`config.mk`:
```
export PLATFORM = sky130hd
export DESIGN_NAME = predictCtrl_flat
export DESIGN_NICKNAME = d
export VERILOG_FILES = /design/src/source/fetchPredictPkg.sv /design/src/source/btbIf.sv /design/src/source/counterIf.sv /design/src/source/predictCtrl.sv /design/src/flat_wrapper.sv
export SDC_FILE = /design/constraint.sdc
export NUM_CORES = 1
export LEC_CHECK = 0
export BUFFER_PORTS_ARGS = -buffer_cell sky130_fd_sc_hd__clkbuf_2
export CAP_MARGIN = 0
export CORE_AREA = 2 2 117 119
export CTS_CLUSTER_DIAMETER = 120
export CTS_CLUSTER_SIZE = 16
export DETAILED_ROUTE_END_ITERATION = 8
export DIE_AREA = 0 0 119 121
export HOLD_SLACK_MARGIN = 0.05
export PLACE_DENSITY = 0.59
export SYNTH_ARGS = -nofsm -noshare
export SYNTH_HDL_FRONTEND = slang
export SYNTH_SLANG_ARGS = --single-unit
```
`constraint.sdc`:
```
create_clock -name clk -period 8.3 [get_ports clk]
set_input_delay 0.415 -clock clk [delete_from_list [all_inputs] [get_ports clk]]
set_output_delay 0.415 -clock clk [all_outputs]
set_load 0.01 [all_outputs]
```
`src/source/fetchPredictPkg.sv`:
```
// ==================================================
// Fetch predictor package
// Table geometry, the code address union and the
// direction counter constants shared by the design
// ==================================================

package fetchPredictPkg;

  // ==================================================
  // Table geometry
  // ==================================================

  // One entry per index in both the BTB and the counter table
  localparam int btbEntries = 1024;
  localparam int indexWidth = 10;

  // Instructions are word aligned so the low two bits never select an entry
  localparam int offsetWidth = 2;
  localparam int tagWidth = 32 - indexWidth - offsetWidth;

  // ==================================================
  // Code addresses
  // ==================================================

  // Field view of a byte address as the tables see it
  typedef struct packed {
    logic [tagWidth-1:0]    tag;
    logic [indexWidth-1:0]  index;
    logic [offsetWidth-1:0] offset;
  } codeFields_t;

  // A code address is either used whole or split for table access
  typedef union packed {
    logic [31:0] raw;
    codeFields_t fields;
  } codeAddr_u;

  // Step to the next sequential instruction
  localparam logic [31:0] fallThrough = 32'd4;

  // ==================================================
  // Direction counters
  // ==================================================

  // Cleared counters start weakly not taken
  localparam logic [1:0] ctrInit = 2'd1;

  // Counter values from here upward predict taken
  localparam logic [1:0] ctrTakenMin = 2'd2;

endpackage

```
`src/source/btbIf.sv`:
```
// ==================================================
// BTB interface
// Lookup and write traffic between the predictor
// control and the branch target buffer
// ==================================================

`timescale 1ns/1ns

interface btbIf import fetchPredictPkg::*; ();

  // Read side. The address is registered by the BTB when rdEn is high
  logic      rdEn;
  codeAddr_u rdIp;

  // The reset sweep and retire updates share the write side
  logic                  wrEn;
  logic [indexWidth-1:0] wrIndex;
  logic [tagWidth-1:0]   wrTag;
  codeAddr_u             wrTgt;
  logic                  wrValid;

  // Result for the registered read address
  logic      hit;
  codeAddr_u target;

  modport ctrl (
    output rdEn, rdIp, wrEn, wrIndex, wrTag, wrTgt, wrValid,
    input  hit, target
  );

  modport store (
    input  rdEn, rdIp, wrEn, wrIndex, wrTag, wrTgt, wrValid,
    output hit, target
  );

endinterface

```
`src/source/counterIf.sv`:
```
// ==================================================
// Counter interface
// Read, update and clear traffic between the
// predictor control and the bimodal counter table
// ==================================================

`timescale 1ns/1ns

interface counterIf import fetchPredictPkg::*; ();

  logic                  rdEn;
  logic [indexWidth-1:0] rdIndex;

  // Retire update moves the counter one step toward the outcome
  logic                  updEn;
  logic [indexWidth-1:0] updIndex;
  logic                  updTaken;

  // Sweep clear after reset
  logic                  clrEn;
  logic [indexWidth-1:0] clrIndex;

  logic                  predTaken;

  modport ctrl (
    output rdEn, rdIndex, updEn, updIndex, updTaken, clrEn, clrIndex,
    input  predTaken
  );

  modport ctrTable (
    input  rdEn, rdIndex, updEn, updIndex, updTaken, clrEn, clrIndex,
    output predTaken
  );

endinterface

```
`src/source/predictCtrl.sv`:
```
// ==================================================
// Predictor control
// Runs the post-reset table sweep, steers lookups and
// retire updates to both tables and forms the next
// fetch address from the table results
// ==================================================

`timescale 1ns/1ns

module predictCtrl import fetchPredictPkg::*; (
  input  logic      clk,
  input  logic      rstN,
  input  logic      lookupValid,
  input  codeAddr_u lookupIp,
  input  logic      updValid,
  input  codeAddr_u updIp,
  input  codeAddr_u updTgt,
  input  logic      updTaken,
  output logic      ready,
  output logic      predValid,
  output codeAddr_u predIp,
  output logic      predTaken,
  btbIf.ctrl        btb,
  counterIf.ctrl    ctr
);

  logic                  sweeping;
  logic [indexWidth-1:0] sweepIdx;
  logic                  lookupAccept;
  logic                  updAccept;
  codeAddr_u             lookupIpQ;

  // ==================================================
  // Reset sweep
  // ==================================================

  // One index is cleared per cycle starting right after reset
  always_ff @(posedge clk or negedge rstN) begin
    if (!rstN) begin
      sweeping <= 1'b1;
      sweepIdx <= '0;
    end else if (sweeping) begin
      if (sweepIdx == indexWidth'(btbEntries - 1)) begin
        sweeping <= 1'b0;
      end else begin
        sweepIdx <= sweepIdx + 1'b1;
      end
    end
  end

  // Ready rises the cycle after the last index is written
  assign ready = !sweeping;

  assign lookupAccept = lookupValid && ready;
  assign updAccept    = updValid && ready;

  // ==================================================
  // Table writes
  // ==================================================

  // The sweep owns the write ports until it finishes
  assign btb.wrEn    = sweeping || updAccept;
  assign btb.wrIndex = sweeping ? sweepIdx : updIp.fields.index;
  assign btb.wrTag   = sweeping ? '0 : updIp.fields.tag;
  assign btb.wrTgt   = sweeping ? codeAddr_u'('0) : updTgt;
  // A cleared entry is invalid and a not-taken branch drops its entry
  assign btb.wrValid = !sweeping && updTaken;

  assign ctr.clrEn    = sweeping;
  assign ctr.clrIndex = sweepIdx;
  assign ctr.updEn    = updAccept;
  assign ctr.updIndex = updIp.fields.index;
  assign ctr.updTaken = updTaken;

  // ==================================================
  // Lookup path
  // ==================================================

  // Both tables register the read address on the same edge
  assign btb.rdEn    = lookupAccept;
  assign btb.rdIp    = lookupIp;
  assign ctr.rdEn    = lookupAccept;
  assign ctr.rdIndex = lookupIp.fields.index;

  always_ff @(posedge clk or negedge rstN) begin
    if (!rstN) begin
      predValid <= 1'b0;
    end else begin
      predValid <= lookupAccept;
    end
  end

  // Keeps the fetch address for the fall-through sum
  always_ff @(posedge clk) begin
    if (lookupAccept) begin
      lookupIpQ <= lookupIp;
    end
  end

  // Taken only when the BTB knows the target and the counter agrees
  assign predTaken  = predValid && btb.hit && ctr.predTaken;
  assign predIp.raw = predTaken ? btb.target.raw : lookupIpQ.raw + fallThrough;

  // Neither table reports a result unless a lookup was accepted the cycle before
  assert property (@(posedge clk) disable iff (!rstN)
    !predValid |-> !btb.hit && !ctr.predTaken);

endmodule

```
`src/flat_wrapper.sv`:
```
// flat-port wrapper written by rule: the top's interface ports become plain ports
module predictCtrl_flat import fetchPredictPkg::*;
  (clk, rstN, lookupValid, lookupIp, updValid, updIp, updTgt, updTaken, ready, predValid, predIp, predTaken, btb_rdEn, btb_rdIp, btb_wrEn, btb_wrIndex, btb_wrTag, btb_wrTgt, btb_wrValid, btb_hit, btb_target, ctr_rdEn, ctr_rdIndex, ctr_updEn, ctr_updIndex, ctr_updTaken, ctr_clrEn, ctr_clrIndex, ctr_predTaken);
  btbIf btb_i ();
  counterIf ctr_i ();
  input  logic clk;
  input  logic rstN;
  input  logic lookupValid;
  input  codeAddr_u lookupIp;
  input  logic updValid;
  input  codeAddr_u updIp;
  input  codeAddr_u updTgt;
  input  logic updTaken;
  output logic ready;
  output logic predValid;
  output codeAddr_u predIp;
  output logic predTaken;
  output wire logic [$bits(btb_i.rdEn)-1:0] btb_rdEn;
  output wire logic [$bits(btb_i.rdIp)-1:0] btb_rdIp;
  output wire logic [$bits(btb_i.wrEn)-1:0] btb_wrEn;
  output wire logic [$bits(btb_i.wrIndex)-1:0] btb_wrIndex;
  output wire logic [$bits(btb_i.wrTag)-1:0] btb_wrTag;
  output wire logic [$bits(btb_i.wrTgt)-1:0] btb_wrTgt;
  output wire logic [$bits(btb_i.wrValid)-1:0] btb_wrValid;
  input wire logic [$bits(btb_i.hit)-1:0] btb_hit;
  input wire logic [$bits(btb_i.target)-1:0] btb_target;
  output wire logic [$bits(ctr_i.rdEn)-1:0] ctr_rdEn;
  output wire logic [$bits(ctr_i.rdIndex)-1:0] ctr_rdIndex;
  output wire logic [$bits(ctr_i.updEn)-1:0] ctr_updEn;
  output wire logic [$bits(ctr_i.updIndex)-1:0] ctr_updIndex;
  output wire logic [$bits(ctr_i.updTaken)-1:0] ctr_updTaken;
  output wire logic [$bits(ctr_i.clrEn)-1:0] ctr_clrEn;
  output wire logic [$bits(ctr_i.clrIndex)-1:0] ctr_clrIndex;
  input wire logic [$bits(ctr_i.predTaken)-1:0] ctr_predTaken;
  assign btb_rdEn = btb_i.rdEn;
  assign btb_rdIp = btb_i.rdIp;
  assign btb_wrEn = btb_i.wrEn;
  assign btb_wrIndex = btb_i.wrIndex;
  assign btb_wrTag = btb_i.wrTag;
  assign btb_wrTgt = btb_i.wrTgt;
  assign btb_wrValid = btb_i.wrValid;
  assign btb_i.hit = btb_hit;
  assign btb_i.target = btb_target;
  assign ctr_rdEn = ctr_i.rdEn;
  assign ctr_rdIndex = ctr_i.rdIndex;
  assign ctr_updEn = ctr_i.updEn;
  assign ctr_updIndex = ctr_i.updIndex;
  assign ctr_updTaken = ctr_i.updTaken;
  assign ctr_clrEn = ctr_i.clrEn;
  assign ctr_clrIndex = ctr_i.clrIndex;
  assign ctr_i.predTaken = ctr_predTaken;
  predictCtrl u_core (.clk(clk), .rstN(rstN), .lookupValid(lookupValid), .lookupIp(lookupIp), .updValid(updValid), .updIp(updIp), .updTgt(updTgt), .updTaken(updTaken), .ready(ready), .predValid(predValid), .predIp(predIp), .predTaken(predTaken), .btb(btb_i), .ctr(ctr_i));
endmodule
```
==> impl_metrics.tcl, run 1 <==
set metrics [dict create \
    status "finished, final reports clean" \
    crit_type "reg -> out" \
    vias 3407 \
    crit_required_ns 7.89 \
    gp_congestion 0.819 \
    clock_sinks 44 \
    grt_use_total 0.155 \
    ctsResizeCount 0 \
    fin_skew_ns 0.00398 \
    cp_max_fo 54 \
    htreeDepth 2 \
    firstDrtPassIters 6 \
    netlist_instances 369 \
    via_per_inst 4.35 \
    min_period_ns 3.71 \
    layout_commonest_cell "clkbuf_2" \
    dp_hpwl_um 10000 \
    worst_pin_slew_ns 1.17 \
    die-area_sq_um 14400 \
    synth_area_leaders "edfxtp_1 29%, buf_4 13%, nor2b_1 10%" \
    rsz0062_at_grt "no" \
    grt_pass1_wl_um 17300 \
    cts_setup_buffers 0 \
    routed_wl_um 11700 \
    synth_cell_type_count 31 \
    finalPower_mw 0.644 \
    maxSlewViolCount 0 \
    cts_tree "built" \
    layout-drive-gt1-share 0.538 \
    syn_to_final_growth_pct 44.2 \
    post-route-period-util 0.447 \
    hold_ws_ns 0.325 \
    maxCapViolCount 0 \
    end_kind "output pin" \
    final_cell_mix "298 x clkbuf_2, 54 x nor2b_1, 44 x nand2_1, 32 x edfxtp_1, 27 x nand3_1" \
    num_rows 42 \
    cts_buffer_depth 2 \
    grt_pass1_vias 3226 \
    route.antenna.remaining_nets 0 \
    cp_data_arrival_time_ns 3.29 \
    syn_area_per_cell_sq_um 8.90 \
    coreArea_sq_um 13100 \
    synth_fp_nets 506 \
    power_density_nw_per_um2 136 \
    start_util 0.251 \
    seq_area_frac_synth 0.385 \
    grt_max_degree 74 \
    grt_overflow_total 0 \
    p_leak_nw 2.34 \
    slew_headroom 0.218 \
    cp-start-kind "flop" \
    ys_warn_count 0 \
    routedWlPerCell_um 14.9 \
    io_pins 301 \
    synth.cell_area_sq_um 3280 \
    fmax_mhz 270 \
    fin_area_sq_um 4730 \
    ys_ff_latch 44 \
    antenna_found_initial 0 \
    floorplan.die.height_um 121 \
    die_w_um 119 \
    fin_nets 744 \
    final_core_util 0.362 \
    holdBufCountCts 1 \
    cts_root_buffer "clkbuf_16" \
    diodes 0 \
    clk_pin_slew_worst_paths_ns 0.06 \
    cts_inserted_buffers 5 \
    finalSetupViolations 0 \
    hp-class "in -> reg" \
    drc_errors 0 \
    hold_viol_final 0 \
    clkLatencyLatePin_ns 0.28 \
    fin_tns_setup_ns 0 \
    yosys.area.top_type "edfxtp_1" \
    dpl_cell_area_sq_um 4540 \
    drt_iter0_markers 90 \
    ir_drop_mv 0.0633 \
    port_buffers 298 \
    synth_top_area_frac 0.293 \
]
==> cell families (layout without fill, tap and decap cells) <==
family          count (synthesis)  after routing  synth area share
mux                            11             11            0.0377
fa+ha+maj                       2              2           0.00762
xor+xnor                       32             32            0.0854
flops                          44             44             0.385
buf+inv                        76            315             0.151
compound gates                 32             32            0.0503
simple gates                  172            172             0.284
==> Yosys cell counts, drive strengths merged <==
master / n
dfstp: 1
ha: 2
o21a: 2
nand3: 29
clkbuf: 12
o21ai: 24
inv: 5
nor2b: 55
nor3: 5
dfrtp: 11
and4: 2
and2: 2
xor2: 22
clkinv: 1
edfxtp: 32
nor4: 1
or3b: 1
buf: 58
mux2: 11
nor2: 11
a21oi: 6
or4: 1
and3: 5
nand4: 14
xnor2: 10
or2: 2
nand2: 44
==> report_power, final <==
part / internal [mW] / switching (mW) / leakage (nW)
combinational: 0.0733 / 0.0788 / 1.78
clock: 0.148 / 0.0792 / 0.0874
sequential: 0.252 / 0.0128 / 0.475
total: 0.473 / 0.171 / 2.34
==> metrics by stage <==
step / setup WS (ns) / cells
2_1_floorplan: 5.15 / 369
3_3_place_gp: 4.81 / 775
3_5_place_dp: 4.73 / 775
4_1_cts: 4.53 / 784
5_1_grt: 4.24 / 784
6_report: 4.59 / 784
==> worst max-delay path, cell delays in order, from the launching register on <==
cell      delay (ns)
dfrtp_1         0.37
nand3_1         0.47
clkinv_1        1.10
or4_1           0.83
nand4_1         0.10
clkbuf_2        0.14
==> per-layer routing <==
layer	global-route usage	vias up	wire (um)
li1	-	1675	-
met1	0.202	1561	5060
met2	0.272	164	5740
met3	0.0287	7	768
met4	0.0275	0	95
met5	0	-	0
==> final timing paths <==
kind / start / to / slack, ns / cells after the start
worst max-delay path: u_core.predValid / predIp[30] / 4.59 / 5
worst min-delay path: lookupIp[13] / u_core.lookupIpQ[13] / 0.33 / 1
worst max register to register: u_core.ctr.clrEn / u_core.ctr.clrIndex[4] / 6.35 / 4
worst min register to register: u_core.ctr.clrIndex[4] / u_core.ctr.clrIndex[4] / 0.56 / 1
max in group asynchronous: rstN / u_core.ctr.clrEn / 7.44 / 2
min in group asynchronous: rstN / u_core.ctr.clrIndex[1] / 0.58 / 2
==> state kept, by name (all words and copies together) (netlist names) <==
register             flops
u_core.predValid         1
u_core.ctr.clrIndex     10
u_core.lookupIpQ        32
u_core.ctr.clrEn         1
==> cell type report <==
cell class	count	area, sq um
Clock buffer	8	179
Fill cell	1331	8350
Inverter	6	22.5
Multi-Input combinational cell	249	1530
Sequential cell	44	1260
Tap cell	176	220
Timing Repair Buffer	301	1520
(Power assumes the default switching activity.)
==> inputs of run 2 (changes only) <==
- ABC_AREA: not set -> 1
- CORE_AREA: 2 2 117 119 -> 2 2 118 120
- DIE_AREA: 0 0 119 121 -> 0 0 120 122
- PLACE_DENSITY: 0.59 -> 0.64
- clock period: 8.3 -> 3.35 ns (I/O delays scaled with it)
==> run 2 against run 1 <==
Against the previous run: critical path depth increased by 2; largest cell class unchanged; cell count increased by 27%; critical path type unchanged; combinational power increased to 2.7 times the previous value.
==> impl_metrics.tcl, run 2 <==
set metrics [dict create \
    grt_overflow_total 0 \
    coreArea_sq_um 13500 \
    crit_type "reg -> out" \
    top_register "u_core.lookupIpQ" \
    cp_max_fo 26 \
    synth_top_area_frac 0.260 \
    reg2reg_to "u_core.ctr.clrIndex[1]" \
    p_comb_frac 0.267 \
    min_period_ns 2.19 \
    crit_start "u_core.predValid" \
    io_pins 301 \
    crit_end "predIp[6]" \
    cts_setup_buffers 0 \
    fin_tns_setup_ns 0 \
    ys_ff_latch 44 \
    ys.flop_type "edfxtp_1" \
    ctsResizeCount 0 \
    fin_nets 954 \
    routed_wl_um 13400 \
    drc_errors 0 \
    layout_commonest_cell "clkbuf_2" \
    r2r_start "u_core.ctr.clrEn" \
    gp_congestion 0.841 \
    ys_warn_count 0 \
    seq_area_frac_synth 0.341 \
    clkLatencyLatePin_ns 0.29 \
    hp-class "in -> reg" \
    htreeDepth 2 \
    dp_slack_ns 1.44 \
    route.antenna.remaining_nets 0 \
    post-route-period-util 0.654 \
    cts_tree "built" \
    drt_iter0_markers 161 \
    vias 4163 \
    multiInputGateArea_sq_um 1620 \
    power_density_nw_per_um2 304 \
    grt_use_total 0.175 \
    grt_pass1_vias 3816 \
    antenna_found_initial 0 \
    grt_max_degree 53 \
    clk_pin_slew_worst_paths_ns 0.07 \
    routedWlPerCell_um 13.4 \
    cts_inserted_buffers 5 \
    maxSlewViolCount 0 \
    holdPathStages 1 \
    floorplan.die.height_um 122 \
    clkPwrFrac 0.312 \
    cp-start-kind "flop" \
    via_per_inst 4.17 \
    worst_pin_slew_ns 1.03 \
    slew_headroom 0.309 \
    rsz0062_at_grt "no" \
    synth_most_common_cell "nand2_1" \
    die-area_sq_um 14600 \
    yosys.area.top_type "edfxtp_1" \
    start_util 0.274 \
    synthArstFlopShare 0.273 \
    fmax_mhz 456 \
    crit_required_ns 3.18 \
    status "finished, final reports clean" \
    dp_hpwl_um 11100 \
    r2r_cells 5 \
    synth_edf_count 32 \
    syn_to_final_growth_pct 38.1 \
    grt_pass1_wl_um 19800 \
    p_sw_mw 0.472 \
    num_rows 43 \
    hold_viol_final 0 \
    p_int_mw 1.08 \
    port_buffers 298 \
    end_kind "output pin" \
    seqCellArea_sq_um 1260 \
    switching_share 0.304 \
    nFillCells 1495 \
    layout-drive-gt1-share 0.394 \
    fin_skew_ns 0.00750 \
    synth.top_cells.by_count "186 x nand2_1, 97 x nor2_1, 90 x inv_1, 54 x buf_4, 34 x nand3_1" \
    ir_drop_mv 0.189 \
    finalSetupViolations 0 \
    fin_ws_ns 1.16 \
    netlist_instances 577 \
    holdBufCountCts 1 \
    syn_area_per_cell_sq_um 6.41 \
    diodes 0 \
    maxCapViolCount 0 \
    reg2reg_slack_ns 1.46 \
    cts_buffer_depth 2 \
    synth_fp_nets 714 \
    synth.cell_area_sq_um 3700 \
    power_frac_seq 0.421 \
    die_w_um 120 \
    largest_reg_flops 32 \
    clock_sinks 44 \
    final_cell_mix "298 x clkbuf_2, 186 x nand2_1, 96 x nor2_1, 90 x inv_1, 34 x nand3_1" \
    firstDrtPassIters 4 \
    cts_root_buffer "clkbuf_16" \
    synth_cell_type_count 28 \
    cp_data_arrival_time_ns 2.02 \
    p_leak_nw 3.03 \
    synth_area_leaders "edfxtp_1 26%, nand2_1 19%, buf_4 11%" \
]
## run 2: cell types whose count changed after synthesis, sizes merged, moves of 6 or more
cell,change
nand3,+6
inv,+85
xor2,-13
xnor2,-7
nand2,+144
nand4,-14
mux2,-11
nor2,+93
nor2b,-55
## run 2: worst min-delay path by stage
stage / start / end / slack [ns]
3_3_place_gp: rstN / u_core.predValid / 0.08
5_1_grt: lookupIp[20] / u_core.lookupIpQ[20] / 0.06
6_report: lookupIp[21] / u_core.lookupIpQ[21] / 0.07
3_5_place_dp: rstN / u_core.predValid / 0.07
4_1_cts: lookupIp[21] / u_core.lookupIpQ[21] / 0.06
2_1_floorplan: rstN / u_core.ctr.clrIndex[0] / -0.13
## run 2: critical path, stage by stage, from the launching register on
cell and delay, ns:
dfrtp_1 0.34, nand3_1 0.09, inv_1 0.65, buf_4 0.32, a21oi_1 0.05, o21ai_0 0.08
nand2_1 0.07, clkbuf_2 0.13
## run 2: power groups by stage
stage	logic, mW	clock network, mW	registers, mW
3_3_place_gp	0.419	0	0.666
4_1_cts	0.424	0.502	0.655
2_1_floorplan	0.235	0	0.656
5_1_grt	0.467	0.524	0.659
3_5_place_dp	0.420	0	0.666
6_report	0.416	0.485	0.654
## run 2: final cells by class
class / instances / share of cell area
clock buffer: 8 / 0.0267
inverter: 91 / 0.0668
multi-input combinational: 373 / 0.317
sequential: 44 / 0.247
tap: 180 / 0.0441
timing repair buffer: 302 / 0.298
## run 2: per-layer routing
| metal | global-route usage | share of wire | vias up |
|---|---|---|---|
| met3 | 0.0487 | 0.080 | 4 |
| met2 | 0.315 | 0.50 | 172 |
| li1 | - | - | 2162 |
| met4 | 0.0404 | 0.0078 | 0 |
| met5 | 0 | 0 | - |
| met1 | 0.207 | 0.41 | 1825 |
## run 2: cells by family after synthesis
group / share of synthesized area
DFF: 0.341
buffers and inverters: 0.222
AOI/OAI and AO/OA: 0.0348
xor gates and xnor gates: 0.0284
adders and majority gates: 0.00676
and+or+nand+nor: 0.366
## run 2: through the flow
step	power [mW]	instance area, sq um	cells	hold WS [ns]	utilization
2_1_floorplan	0.891	3700	577	-0.128	-
3_5_place_dp	1.09	4970	989	0.0735	0.368
4_1_cts	1.58	5110	998	0.0601	0.379
3_3_place_gp	1.08	4970	989	0.0785	0.368
6_report	1.56	5110	998	0.0669	0.379
5_1_grt	1.65	5110	998	0.0630	0.379
